==> src/design/sdram_fifo_pkg.sv <==
package sdram_fifo_pkg;

	////////////////////////////////////////////////////////////
	// data words
	////////////////////////////////////////////////////////////

	// one sample word as it arrives from the source
	typedef logic [15:0] word16_t;

	// one ring entry, earlier word of the pair in [15:0]
	typedef logic [31:0] word32_t;

	////////////////////////////////////////////////////////////
	// fill levels
	////////////////////////////////////////////////////////////

	// every fill count in the design uses this width
	typedef logic [15:0] level_t;

	// state report of a FIFO or of the ring
	typedef struct packed {
		level_t count;
		logic   empty;
		logic   full;
	} fifo_level_t;

	////////////////////////////////////////////////////////////
	// default sizes
	////////////////////////////////////////////////////////////

	localparam int DEF_IN_DEPTH   = 32;  // input mini-FIFO, 16-bit words
	localparam int DEF_OUT_DEPTH  = 16;  // output mini-FIFO, 32-bit entries
	localparam int DEF_RING_DEPTH = 64;  // ring buffer, 32-bit entries
	localparam int DEF_BLOCK_SIZE = 8;   // entries needed before out_rdy

endpackage

==> src/design/stream_fifo.sv <==
`timescale 1ns/1ps

module stream_fifo #(
	parameter int  depth     = 16,
	parameter type payload_t = logic [15:0]
) (
	input  logic                       ti_clk,
	input  logic                       reset,
	input  logic                       push,
	input  payload_t                   push_data,
	input  logic                       pop,
	output payload_t                   head,
	output sdram_fifo_pkg::fifo_level_t level
);

	import sdram_fifo_pkg::*;

	localparam int ptr_w = (depth > 1) ? $clog2(depth) : 1;

	// storage has no reset, only pointers and count do
	payload_t           mem [depth];
	logic [ptr_w-1:0]   wr_ptr;
	logic [ptr_w-1:0]   rd_ptr;
	level_t             count;
	logic               do_push;
	logic               do_pop;

	// push to a full FIFO is dropped, pop on empty is ignored
	assign do_push = push && !level.full;
	assign do_pop  = pop && !level.empty;

	////////////////////////////////////////////////////////////
	// pointers and occupancy
	////////////////////////////////////////////////////////////

	always_ff @(posedge ti_clk) begin
		if (reset) begin
			wr_ptr <= '0;
			rd_ptr <= '0;
			count  <= '0;
		end else begin
			if (do_push) begin
				// wrap by hand so non power of two depths also work
				wr_ptr <= (wr_ptr == ptr_w'(depth - 1)) ? '0 : wr_ptr + 1'b1;
			end
			if (do_pop) begin
				rd_ptr <= (rd_ptr == ptr_w'(depth - 1)) ? '0 : rd_ptr + 1'b1;
			end
			// push and pop together leave the count alone
			if (do_push && !do_pop) begin
				count <= count + 1'b1;
			end else if (do_pop && !do_push) begin
				count <= count - 1'b1;
			end
		end
	end

	always_ff @(posedge ti_clk) begin
		if (do_push) begin
			mem[wr_ptr] <= push_data;
		end
	end

	// first word fall through, head is the oldest entry
	assign head = mem[rd_ptr];

	assign level.count = count;
	assign level.empty = (count == '0);
	assign level.full  = (count == level_t'(depth));

endmodule

==> src/design/ring_ram.sv <==
`timescale 1ns/1ps

module ring_ram #(
	parameter int depth = 64
) (
	input  logic                         ti_clk,
	input  logic                         wr_en,
	input  logic [$clog2(depth)-1:0]     wr_addr,
	input  sdram_fifo_pkg::word32_t      wr_data,
	input  logic                         rd_en,
	input  logic [$clog2(depth)-1:0]     rd_addr,
	output sdram_fifo_pkg::word32_t      rd_data
);

	import sdram_fifo_pkg::*;

	// bulk entry store in place of the external SDRAM
	word32_t mem [depth];

	always_ff @(posedge ti_clk) begin
		if (wr_en) begin
			mem[wr_addr] <= wr_data;
		end
		// registered read, data shows up one cycle after rd_en
		if (rd_en) begin
			rd_data <= mem[rd_addr];
		end
	end

endmodule

==> src/design/ring_transfer_engine.sv <==
`timescale 1ns/1ps

module ring_transfer_engine #(
	parameter int ring_depth = 64,
	parameter int out_depth  = 16
) (
	input  logic                            ti_clk,
	input  logic                            reset,
	input  sdram_fifo_pkg::fifo_level_t     in_level,
	input  sdram_fifo_pkg::word16_t         in_head,
	output logic                            in_pop,
	output logic                            wr_en,
	output logic [$clog2(ring_depth)-1:0]   wr_addr,
	output sdram_fifo_pkg::word32_t         wr_data,
	output logic                            rd_en,
	output logic [$clog2(ring_depth)-1:0]   rd_addr,
	input  sdram_fifo_pkg::word32_t         rd_data,
	input  sdram_fifo_pkg::fifo_level_t     out_level,
	output logic                            out_push,
	output sdram_fifo_pkg::word32_t         out_data,
	output sdram_fifo_pkg::fifo_level_t     ring_level
);

	import sdram_fifo_pkg::*;

	localparam int ring_aw = $clog2(ring_depth);

	typedef enum logic {
		pack_idle,
		pack_low_held
	} pack_state_t;

	pack_state_t          pack_state;
	word16_t              low_word;
	logic [ring_aw-1:0]   wr_ptr;
	logic [ring_aw-1:0]   rd_ptr;
	level_t               ring_count;
	logic                 in_flight;
	logic                 pack_start;

	////////////////////////////////////////////////////////////
	// pack path, two input words per ring entry
	////////////////////////////////////////////////////////////

	// only start a pair when both words are already there
	// ring cannot fill up mid pair, the engine is its only writer
	assign pack_start = (pack_state == pack_idle) &&
		(in_level.count >= level_t'(2)) && !ring_level.full;

	always_ff @(posedge ti_clk) begin
		if (reset) begin
			pack_state <= pack_idle;
		end else if (pack_start) begin
			pack_state <= pack_low_held;
		end else if (pack_state == pack_low_held) begin
			pack_state <= pack_idle;
		end
	end

	// low half is payload, no reset
	always_ff @(posedge ti_clk) begin
		if (pack_start) begin
			low_word <= in_head;
		end
	end

	// second pop and the ring write share a cycle
	assign in_pop  = pack_start || (pack_state == pack_low_held);
	assign wr_en   = (pack_state == pack_low_held);
	assign wr_addr = wr_ptr;
	assign wr_data = {in_head, low_word};

	////////////////////////////////////////////////////////////
	// drain path, ring to output FIFO
	////////////////////////////////////////////////////////////

	// ring_count still holds the entry in flight, so skip it here
	// output room counts the entry that is on its way
	assign rd_en = (ring_count > level_t'(in_flight)) &&
		((out_level.count + level_t'(in_flight)) < level_t'(out_depth));
	assign rd_addr = rd_ptr;

	// ram read latency is one cycle, push follows the read
	assign out_push = in_flight;
	assign out_data = rd_data;

	always_ff @(posedge ti_clk) begin
		if (reset) begin
			wr_ptr     <= '0;
			rd_ptr     <= '0;
			ring_count <= '0;
			in_flight  <= 1'b0;
		end else begin
			in_flight <= rd_en;
			if (wr_en) begin
				wr_ptr <= (wr_ptr == ring_aw'(ring_depth - 1)) ? '0 : wr_ptr + 1'b1;
			end
			if (rd_en) begin
				rd_ptr <= (rd_ptr == ring_aw'(ring_depth - 1)) ? '0 : rd_ptr + 1'b1;
			end
			// entry leaves the count when it lands in the output FIFO
			if (wr_en && !out_push) begin
				ring_count <= ring_count + 1'b1;
			end else if (out_push && !wr_en) begin
				ring_count <= ring_count - 1'b1;
			end
		end
	end

	assign ring_level.count = ring_count;
	assign ring_level.empty = (ring_count == '0);
	assign ring_level.full  = (ring_count == level_t'(ring_depth));

endmodule

==> src/design/capacity_monitor.sv <==
`timescale 1ns/1ps

module capacity_monitor #(
	parameter int block_size = 8
) (
	input  logic                         ti_clk,
	input  logic                         reset,
	input  sdram_fifo_pkg::fifo_level_t  in_level,
	input  sdram_fifo_pkg::fifo_level_t  ring_level,
	input  sdram_fifo_pkg::fifo_level_t  out_level,
	output sdram_fifo_pkg::level_t       num_words,
	output logic                         out_rdy
);

	import sdram_fifo_pkg::*;

	level_t ring_words;
	level_t out_words;
	level_t total_words;

	////////////////////////////////////////////////////////////
	// word total, everything in 16-bit words
	////////////////////////////////////////////////////////////

	// ring and output hold packed pairs, so two words per entry
	assign ring_words  = level_t'(ring_level.count << 1);
	assign out_words   = level_t'(out_level.count << 1);
	assign total_words = in_level.count + ring_words + out_words;

	always_ff @(posedge ti_clk) begin
		if (reset) begin
			num_words <= '0;
			out_rdy   <= 1'b0;
		end else begin
			num_words <= total_words;
			// a full block can be read by the host
			out_rdy   <= (out_level.count >= level_t'(block_size));
		end
	end

endmodule

==> src/design/sdram_fifo.sv <==
`timescale 1ns/1ps

module sdram_fifo #(
	parameter int in_depth   = sdram_fifo_pkg::DEF_IN_DEPTH,
	parameter int out_depth  = sdram_fifo_pkg::DEF_OUT_DEPTH,
	parameter int ring_depth = sdram_fifo_pkg::DEF_RING_DEPTH,
	parameter int block_size = sdram_fifo_pkg::DEF_BLOCK_SIZE
) (
	input  logic                    ti_clk,
	input  logic                    reset,
	input  logic                    write_to,
	input  sdram_fifo_pkg::word16_t data_in,
	input  logic                    read_from,
	output sdram_fifo_pkg::word32_t data_out,
	output logic                    out_rdy,
	output sdram_fifo_pkg::level_t  num_words
);

	import sdram_fifo_pkg::*;

	localparam int ring_aw = $clog2(ring_depth);

	fifo_level_t          in_level;
	fifo_level_t          out_level;
	fifo_level_t          ring_level;
	word16_t              in_head;
	logic                 in_pop;
	logic                 wr_en;
	logic [ring_aw-1:0]   wr_addr;
	word32_t              wr_data;
	logic                 rd_en;
	logic [ring_aw-1:0]   rd_addr;
	word32_t              rd_data;
	logic                 out_push;
	word32_t              out_data;

	////////////////////////////////////////////////////////////
	// input mini-FIFO, engine, ring, output mini-FIFO
	////////////////////////////////////////////////////////////

	stream_fifo #(.depth(in_depth), .payload_t(word16_t)) i_in_fifo (
		.ti_clk(ti_clk), .reset(reset), .push(write_to), .push_data(data_in),
		.pop(in_pop), .head(in_head), .level(in_level));

	ring_transfer_engine #(.ring_depth(ring_depth), .out_depth(out_depth)) i_engine (
		.ti_clk(ti_clk), .reset(reset), .in_level(in_level), .in_head(in_head),
		.in_pop(in_pop), .wr_en(wr_en), .wr_addr(wr_addr), .wr_data(wr_data),
		.rd_en(rd_en), .rd_addr(rd_addr), .rd_data(rd_data), .out_level(out_level),
		.out_push(out_push), .out_data(out_data), .ring_level(ring_level));

	ring_ram #(.depth(ring_depth)) i_ring (
		.ti_clk(ti_clk), .wr_en(wr_en), .wr_addr(wr_addr), .wr_data(wr_data),
		.rd_en(rd_en), .rd_addr(rd_addr), .rd_data(rd_data));

	// host reads on empty are ignored, data_out keeps the old head
	stream_fifo #(.depth(out_depth), .payload_t(word32_t)) i_out_fifo (
		.ti_clk(ti_clk), .reset(reset), .push(out_push), .push_data(out_data),
		.pop(read_from), .head(data_out), .level(out_level));

	capacity_monitor #(.block_size(block_size)) i_monitor (
		.ti_clk(ti_clk), .reset(reset), .in_level(in_level), .ring_level(ring_level),
		.out_level(out_level), .num_words(num_words), .out_rdy(out_rdy));

endmodule

==> config.mk <==
export PLATFORM = sky130hd
export DESIGN_NAME = sdram_fifo
export DESIGN_NICKNAME = d
export VERILOG_FILES = /design/src/design/sdram_fifo_pkg.sv /design/src/design/stream_fifo.sv /design/src/design/ring_ram.sv /design/src/design/ring_transfer_engine.sv /design/src/design/capacity_monitor.sv /design/src/design/sdram_fifo.sv
export SDC_FILE = /design/constraint.sdc
export NUM_CORES = 2
export LEC_CHECK = 0
export ABC_AREA = 0
export BUFFER_PORTS_ARGS = -buffer_cell sky130_fd_sc_hd__buf_4
export CORE_MARGIN = 4
export CORE_UTILIZATION = 63
export DETAILED_ROUTE_END_ITERATION = 6
export PLACE_DENSITY_LB_ADDON = 0.08
export SETUP_SLACK_MARGIN = 0.3
export SLEW_MARGIN = 5
export SYNTH_ARGS = -nofsm -noshare
export SYNTH_HDL_FRONTEND = slang
export SYNTH_SLANG_ARGS = --single-unit
==> constraint.sdc <==
create_clock -name ti_clk -period 6.3 [get_ports ti_clk]
set_input_delay 0 -clock ti_clk [delete_from_list [all_inputs] [get_ports ti_clk]]
set_output_delay 0 -clock ti_clk [all_outputs]
set_load 0.02 [all_outputs]
# Word level (Yosys, flattened, before mapping)
# Memories as Yosys holds them, arrays and structs flattened. A register that Yosys moved wholly into a read port is not among the register bits.
# Cells that the tools add are included.
# classes
addsub	15
order_cmp	4
n_eq_ne	9
muxes	23
bitwise_logic	1
n_reduce_logical	30
# ops
cell	n
2-to-1 mux 16 bit	6
adder 16 x 1 -> 16 bit, second input constant	3
subtractor 16 x 1 -> 16 bit, second input constant	3
adder 16 bit	2
logical NOT 16 bit	2
2-to-1 mux 5 bit	4
adder 16 x 1 -> 16 bit	1
== test 16 x 5 -> 1 bit, second input constant	1
== test 16 x 6 -> 1 bit, second input constant	1
== test 16 x 7 -> 1 bit, second input constant	1
greater-or-equal comparator 16 x 2 -> 1 bit, second input constant	1
greater-or-equal comparator 16 x 4 -> 1 bit, second input constant	1
greater-than comparator 16 x 1 -> 1 bit	1
< comparator 16 x 5 -> 1 bit, second input constant	1
2-to-1 mux 4 bit	4
logical AND 1 bit	13
adder 6 x 1 -> 6 bit, second input constant	2
== test 6 bit, second input constant	2
2-to-1 mux 6 bit	2
logical NOT 1 bit	11
adder 5 x 1 -> 5 bit, second input constant	2
== test 5 bit, second input constant	2
adder 4 x 1 -> 4 bit, second input constant	2
== test 4 bit, second input constant	2
4 further kinds	12
# totals
ff_bits	113
mem_bits_rw	3072
input_bits	20
output_inout_bits	49
wordCells	99
mem_count	3
# mem_list
name	depth	word_bits	rd	rd_clocked_by_memory_dff	wr	line	source
i_ring.mem	64	32	1	1	1	ring_ram.sv:18	word32_t mem [depth];
i_in_fifo.mem	32	16	1	1	1	stream_fifo.sv:21	payload_t mem [depth];
i_out_fifo.mem	16	32	1	1	1	stream_fifo.sv:21	

# Logic depth before layout (Yosys ltp)
# logic_depth
depth_word	8
mapped_depth	17
ltp_nobuf	17

# Cells and area by module
# Synthesis repeated with hierarchy kept, for this count alone.
# unflattened
cells_unflattened	5791
area_unflattened_um2	126143.5
# modules_own_cells
module	instances	cells_per_inst	area_each_um2	seq_area_each_um2
ring_ram	1	3324	78835.6	62459.9
stream_fifo (i_in_fifo)	1	1021	21539.4	15995.3
stream_fifo (i_out_fifo)	1	974	21433.1	15935.3
ring_transfer_engine	1	330	2961.6	1081.0
capacity_monitor	1	142	1373.8	340.3

# Worst setup path after synthesis
# Ideal clock, no wire load.
# synth_path
path_kind	reg-to-reg
startpoint	register i_out_fifo.count[12]
endpoint	register i_out_fifo.count[12]
setup_time_ns	0.127
t_arrival_ns	4.319
required_ns	6.173
path_slack_ns	1.854
path_stages_with_launch	18
cell_sequence	dfxtp_1 or4_1 nor2_1 nand4_1 or4_1 o21ai_2 inv_2 ha_1 inv_1 ha_1 a21o_1 a21o_1 a2111oi_0 o31ai_1 a21o_1 a21o_1 xor2_1 o2bb2ai_1
# synth_via
elab_chain_len	6
# synth_lines
element	line	source
from (decl)	stream_fifo.sv:24	level_t count;
from (signal assigned)	stream_fifo.sv:51	count <= count + 1'b1;
from (signal assigned)	stream_fifo.sv:53	count <= count - 1'b1;
== test 16 x 5 -> 1 bit *	stream_fifo.sv:69	assign level.full = (count == level_t'(depth));
logical NOT 1 bit *	stream_fifo.sv:29	assign do_push = push && !level.full;
logical AND 1 bit *	stream_fifo.sv:29	
via i_out_fifo.do_push	stream_fifo.sv:25	logic do_push;
logical NOT 1 bit	stream_fifo.sv:52	end else if (do_pop && !do_push) begin
logical AND 1 bit	stream_fifo.sv:52	
nonzero test 2 bit (no source line)	--	
# Mark *: on every way through the listed nets, which the timed path passes. The rest lies on a longest branch. The select of a mux whose other input is x is not followed.
# A chain may end at the register's enable or synchronous reset.

# Final worst setup path
# Same ends and word-level chain as after synthesis.

==> impl_metrics.toml <==
[cts]
clkSinkCount = 3226
clk_path_buf_depth = 4
cts_resized = 0
clock_latency_ps = 940
cts-htree-levels = 5
cts_made_buffers = 333
ctsHoldBuffers = 27
post_cts_buffers = 0
path_clk_slew_ps = 60
cts-root-buf = "clkbuf_16"
cts_tree = "built"

[floorplanning]
die_height_um = 453
die_x_um = 453
coreArea_um2 = 197000
io_pins = 69
die-area_um2 = 205000
rows = 163
initial_core_util_pct = 63.3

[sta]
final.min_clock_period_ps = 5270
fin_worst_skew_ps = 43.5
relSlewSlack_pct = 17.7
rsz0062_at_grt = "no"
period_share_pct = 83.6
tightest_slew_ps = 1230
setup_viol = 0
hold_viol = 0
holdWs_ps = 52.3
finalSetupTns_ps = 0
clock.fmax_mhz = 190
drv_slew = 0

[critical_path]
worstSetupEndpointType = "flip-flop"
arrival_ps = 6060
critPathMaxFanout = 16
cp_slowest_cell = "a2111oi_0"
crit_type = "reg -> reg"
crit_top_cell = "a21o_1"
crit_required_ps = 7090
path_cells = "or4_1 > nor2_1 > nand4_1 > or4_1 > o21ai_2 > inv_2 > ha_1 > inv_1 > ha_1 > a21o_1 > a21o_1 > a2111oi_0 > o31ai_1 > a21o_1 > a21o_1 > xor2_1 > o2bb2ai_1"
startpoint_type = "flip-flop"
cpPeakStageDelay_ps = 660

[drt]
dr.first_iter.drc_count = 7478
antenna_left = 0
viasPerCell = 6.76
wl_mm = 287
drc = 0
wl_per_cell_um = 33.2
vias = 58400
detail_route.first_pass.iterations = 5

[layout]
areaGrowthSynthToFinish_pct = 12.2
postLayoutCellArea_um2 = 140000
nets = 5854
final_util_pct = 71.1
drive_gt1_share_pct = 30.1

[global_route]
grt_pass1_wl_mm = 420
grt_pass1_vias = 58800
overflow = 0
track_usage_pct = 28.7
grt_max_degree = 148
antenna_found_initial = 18

[synth]
synth_compound_area_share_pct = 1.25
yosysSeqAreaShare_pct = 76.7
synthAdderAreaFrac_pct = 1.02
synth-edff-count = 3120
synth_area_um2 = 125000
synth_area_leaders = "edfxtp_1 (75%), mux4_2 (17%), dfxtp_1 (1.7%)"
synth_fp_nets = 5512
synth.distinct_cells = 62
yosysWarnings = 0
yosysTopAreaCell = "edfxtp_1"
synth_top_area_share_pct = 75.0
synth-simple-area-share_pct = 1.70
synth_common_cells = "edfxtp_1 (3,120), mux4_2 (966), nor2_1 (223), clkbuf_1 (147), dfxtp_1 (106)"
syn_area_per_cell_um2 = 23.1
yosys_most_used_dff = "edfxtp_1"
synthMuxAreaShare_pct = 17.9
syn_inst = 5401
async_flop_share_pct = 0
synth_top_family_by_area = "multiplexers"
synth_most_common_cell = "edfxtp_1"
synth-xor-area-share_pct = 0.379
synth-seq-cells = 3226

[pwr]
power_frac_seq_pct = 47.0
power_frac_clock_pct = 31.2
ir_drop_mv = 0.339
fin_total_pwr_mw = 59.2
power_density_nw_per_um2 = 422
switching_share_pct = 27.5
p_leak_nw = 42.9
comb_power_share_pct = 21.9
internal_power_mw = 42.9
switching_power_mw = 16.2

[place]
hpwlAfterDp_mm = 153
placed_area_um2 = 130000
routabilityCongestion = 0.820
portBuffers = 68

[run_status]
status = "complete, no violations"

[job]
cap_viol_max_count = 0

[min_path]
min_path_type = "in -> reg"
## worst max-delay path: cells and delay by family (launching register included)
family / cells / cell delay (ps)
compound gates: 8 / 2140
simple gates: 4 / 1310
fa+ha+maj: 2 / 610
buf+inv: 2 / 570
flops: 1 / 370
xor+xnor: 1 / 130
## flip-flops by register name, summed over array words and instances (netlist names), named ones only
signal,count
i_ring.mem,2048
i_in_fifo.mem,512
i_out_fifo.mem,512
i_ring.rd_data,32
i_engine.low_word,16
i_engine.ring_count,16
i_in_fifo.count,16
i_monitor.num_words,16
i_out_fifo.count,16
i_engine.rd_addr,6
i_engine.wr_addr,6
i_in_fifo.rd_ptr,5
i_in_fifo.wr_ptr,5
i_out_fifo.rd_ptr,4
i_out_fifo.wr_ptr,4
i_engine.out_push,1
i_engine.wr_en,1
i_monitor.out_rdy,1
## through the flow
step | setup WS, ps | std cells
2_1_floorplan | 1850 | 5401
3_3_place_gp | 1160 | 8021
3_5_place_dp | 1080 | 8021
4_1_cts | 1050 | 8632
5_1_grt | 694 | 8634
6_report | 1030 | 8643
## cell usage in the layout (no fill, tap or decap), types with 17 or more instances in the layout
cell type,count
clkinv_1,78
bufinv_16,18
clkbuf_16,340
nand2_1,53
buf_4,228
buf_12,20
nor2_2,30
nor2_1,130
a21oi_1,97
clkinv_2,51
a211oi_1,34
ha_1,73
dfxtp_1,92
clkbuf_1,78
a21o_1,22
mux2_2,17
fa_1,18
mux4_2,966
dlygate4sd3_1,27
inv_1,34
o21ai_0,37
nor2_4,63
xnor2_1,28
edfxtp_1,3120
mux2i_1,43
nor3_1,20
nor2b_1,39
xor2_1,26
## cell type report
cell class                      count  area (um2)
Antenna cell                       11        27.5
Tap cell                         2640        3300
Clock buffer                      424        8880
Fill cell                       11400       57000
Sequential cell                  3226       95900
Multi-Input combinational cell   1871       28400
Clock inverter                    160        1210
Timing Repair Buffer              275        2380
Inverter                           36         135
## logic make-up after synthesis
logic type,Yosys count
DFF,3226
muxes,1026
and+or+nand+nor,449
buffers and inverters,304
AOI/OAI and AO/OA,251
adders and majority gates,91
xor gates and xnor gates,54
## worst paths after layout
path	from	end	slack, ps	cells past startpoint
setup reg to reg	i_out_fifo.count[12]$_SDFFE_PP0P_	i_out_fifo.count[12]$_SDFFE_PP0P_	1030	17
hold reg to reg	i_out_fifo.rd_ptr[1]$_SDFFE_PP0P_	flip-flop	520	2
setup / recovery	i_out_fifo.count[12]$_SDFFE_PP0P_	i_out_fifo.count[12]$_SDFFE_PP0P_	1030	17
hold / removal	data_in[12]	i_in_fifo.mem[27][12]$_DFFE_PP_	50	2
## power groups by stage
| stage | Sequential (mW) | Clock (mW) | Combinational [mW] |
|---|---|---|---|
| 6_report | 27.8 | 18.4 | 12.9 |
| 3_3_place_gp | 28.2 | 0 | 12.7 |
| 5_1_grt | 27.9 | 19.6 | 13.9 |
| 4_1_cts | 27.8 | 18.7 | 13.1 |
| 2_1_floorplan | 28.3 | 0 | 8.40 |
| 3_5_place_dp | 28.2 | 0 | 13.0 |
## metal layers
metal | vias to the layer above | part of all wire, % | global-route usage [%]
met5 | - | 0.0084 | 0
met4 | 4 | 2.4 | 7.41
met3 | 503 | 8.9 | 4.91
met2 | 2782 | 49 | 45.1
met1 | 31500 | 40 | 43.1
li1 | 23700 | - | -
(Power assumes the default switching activity.)
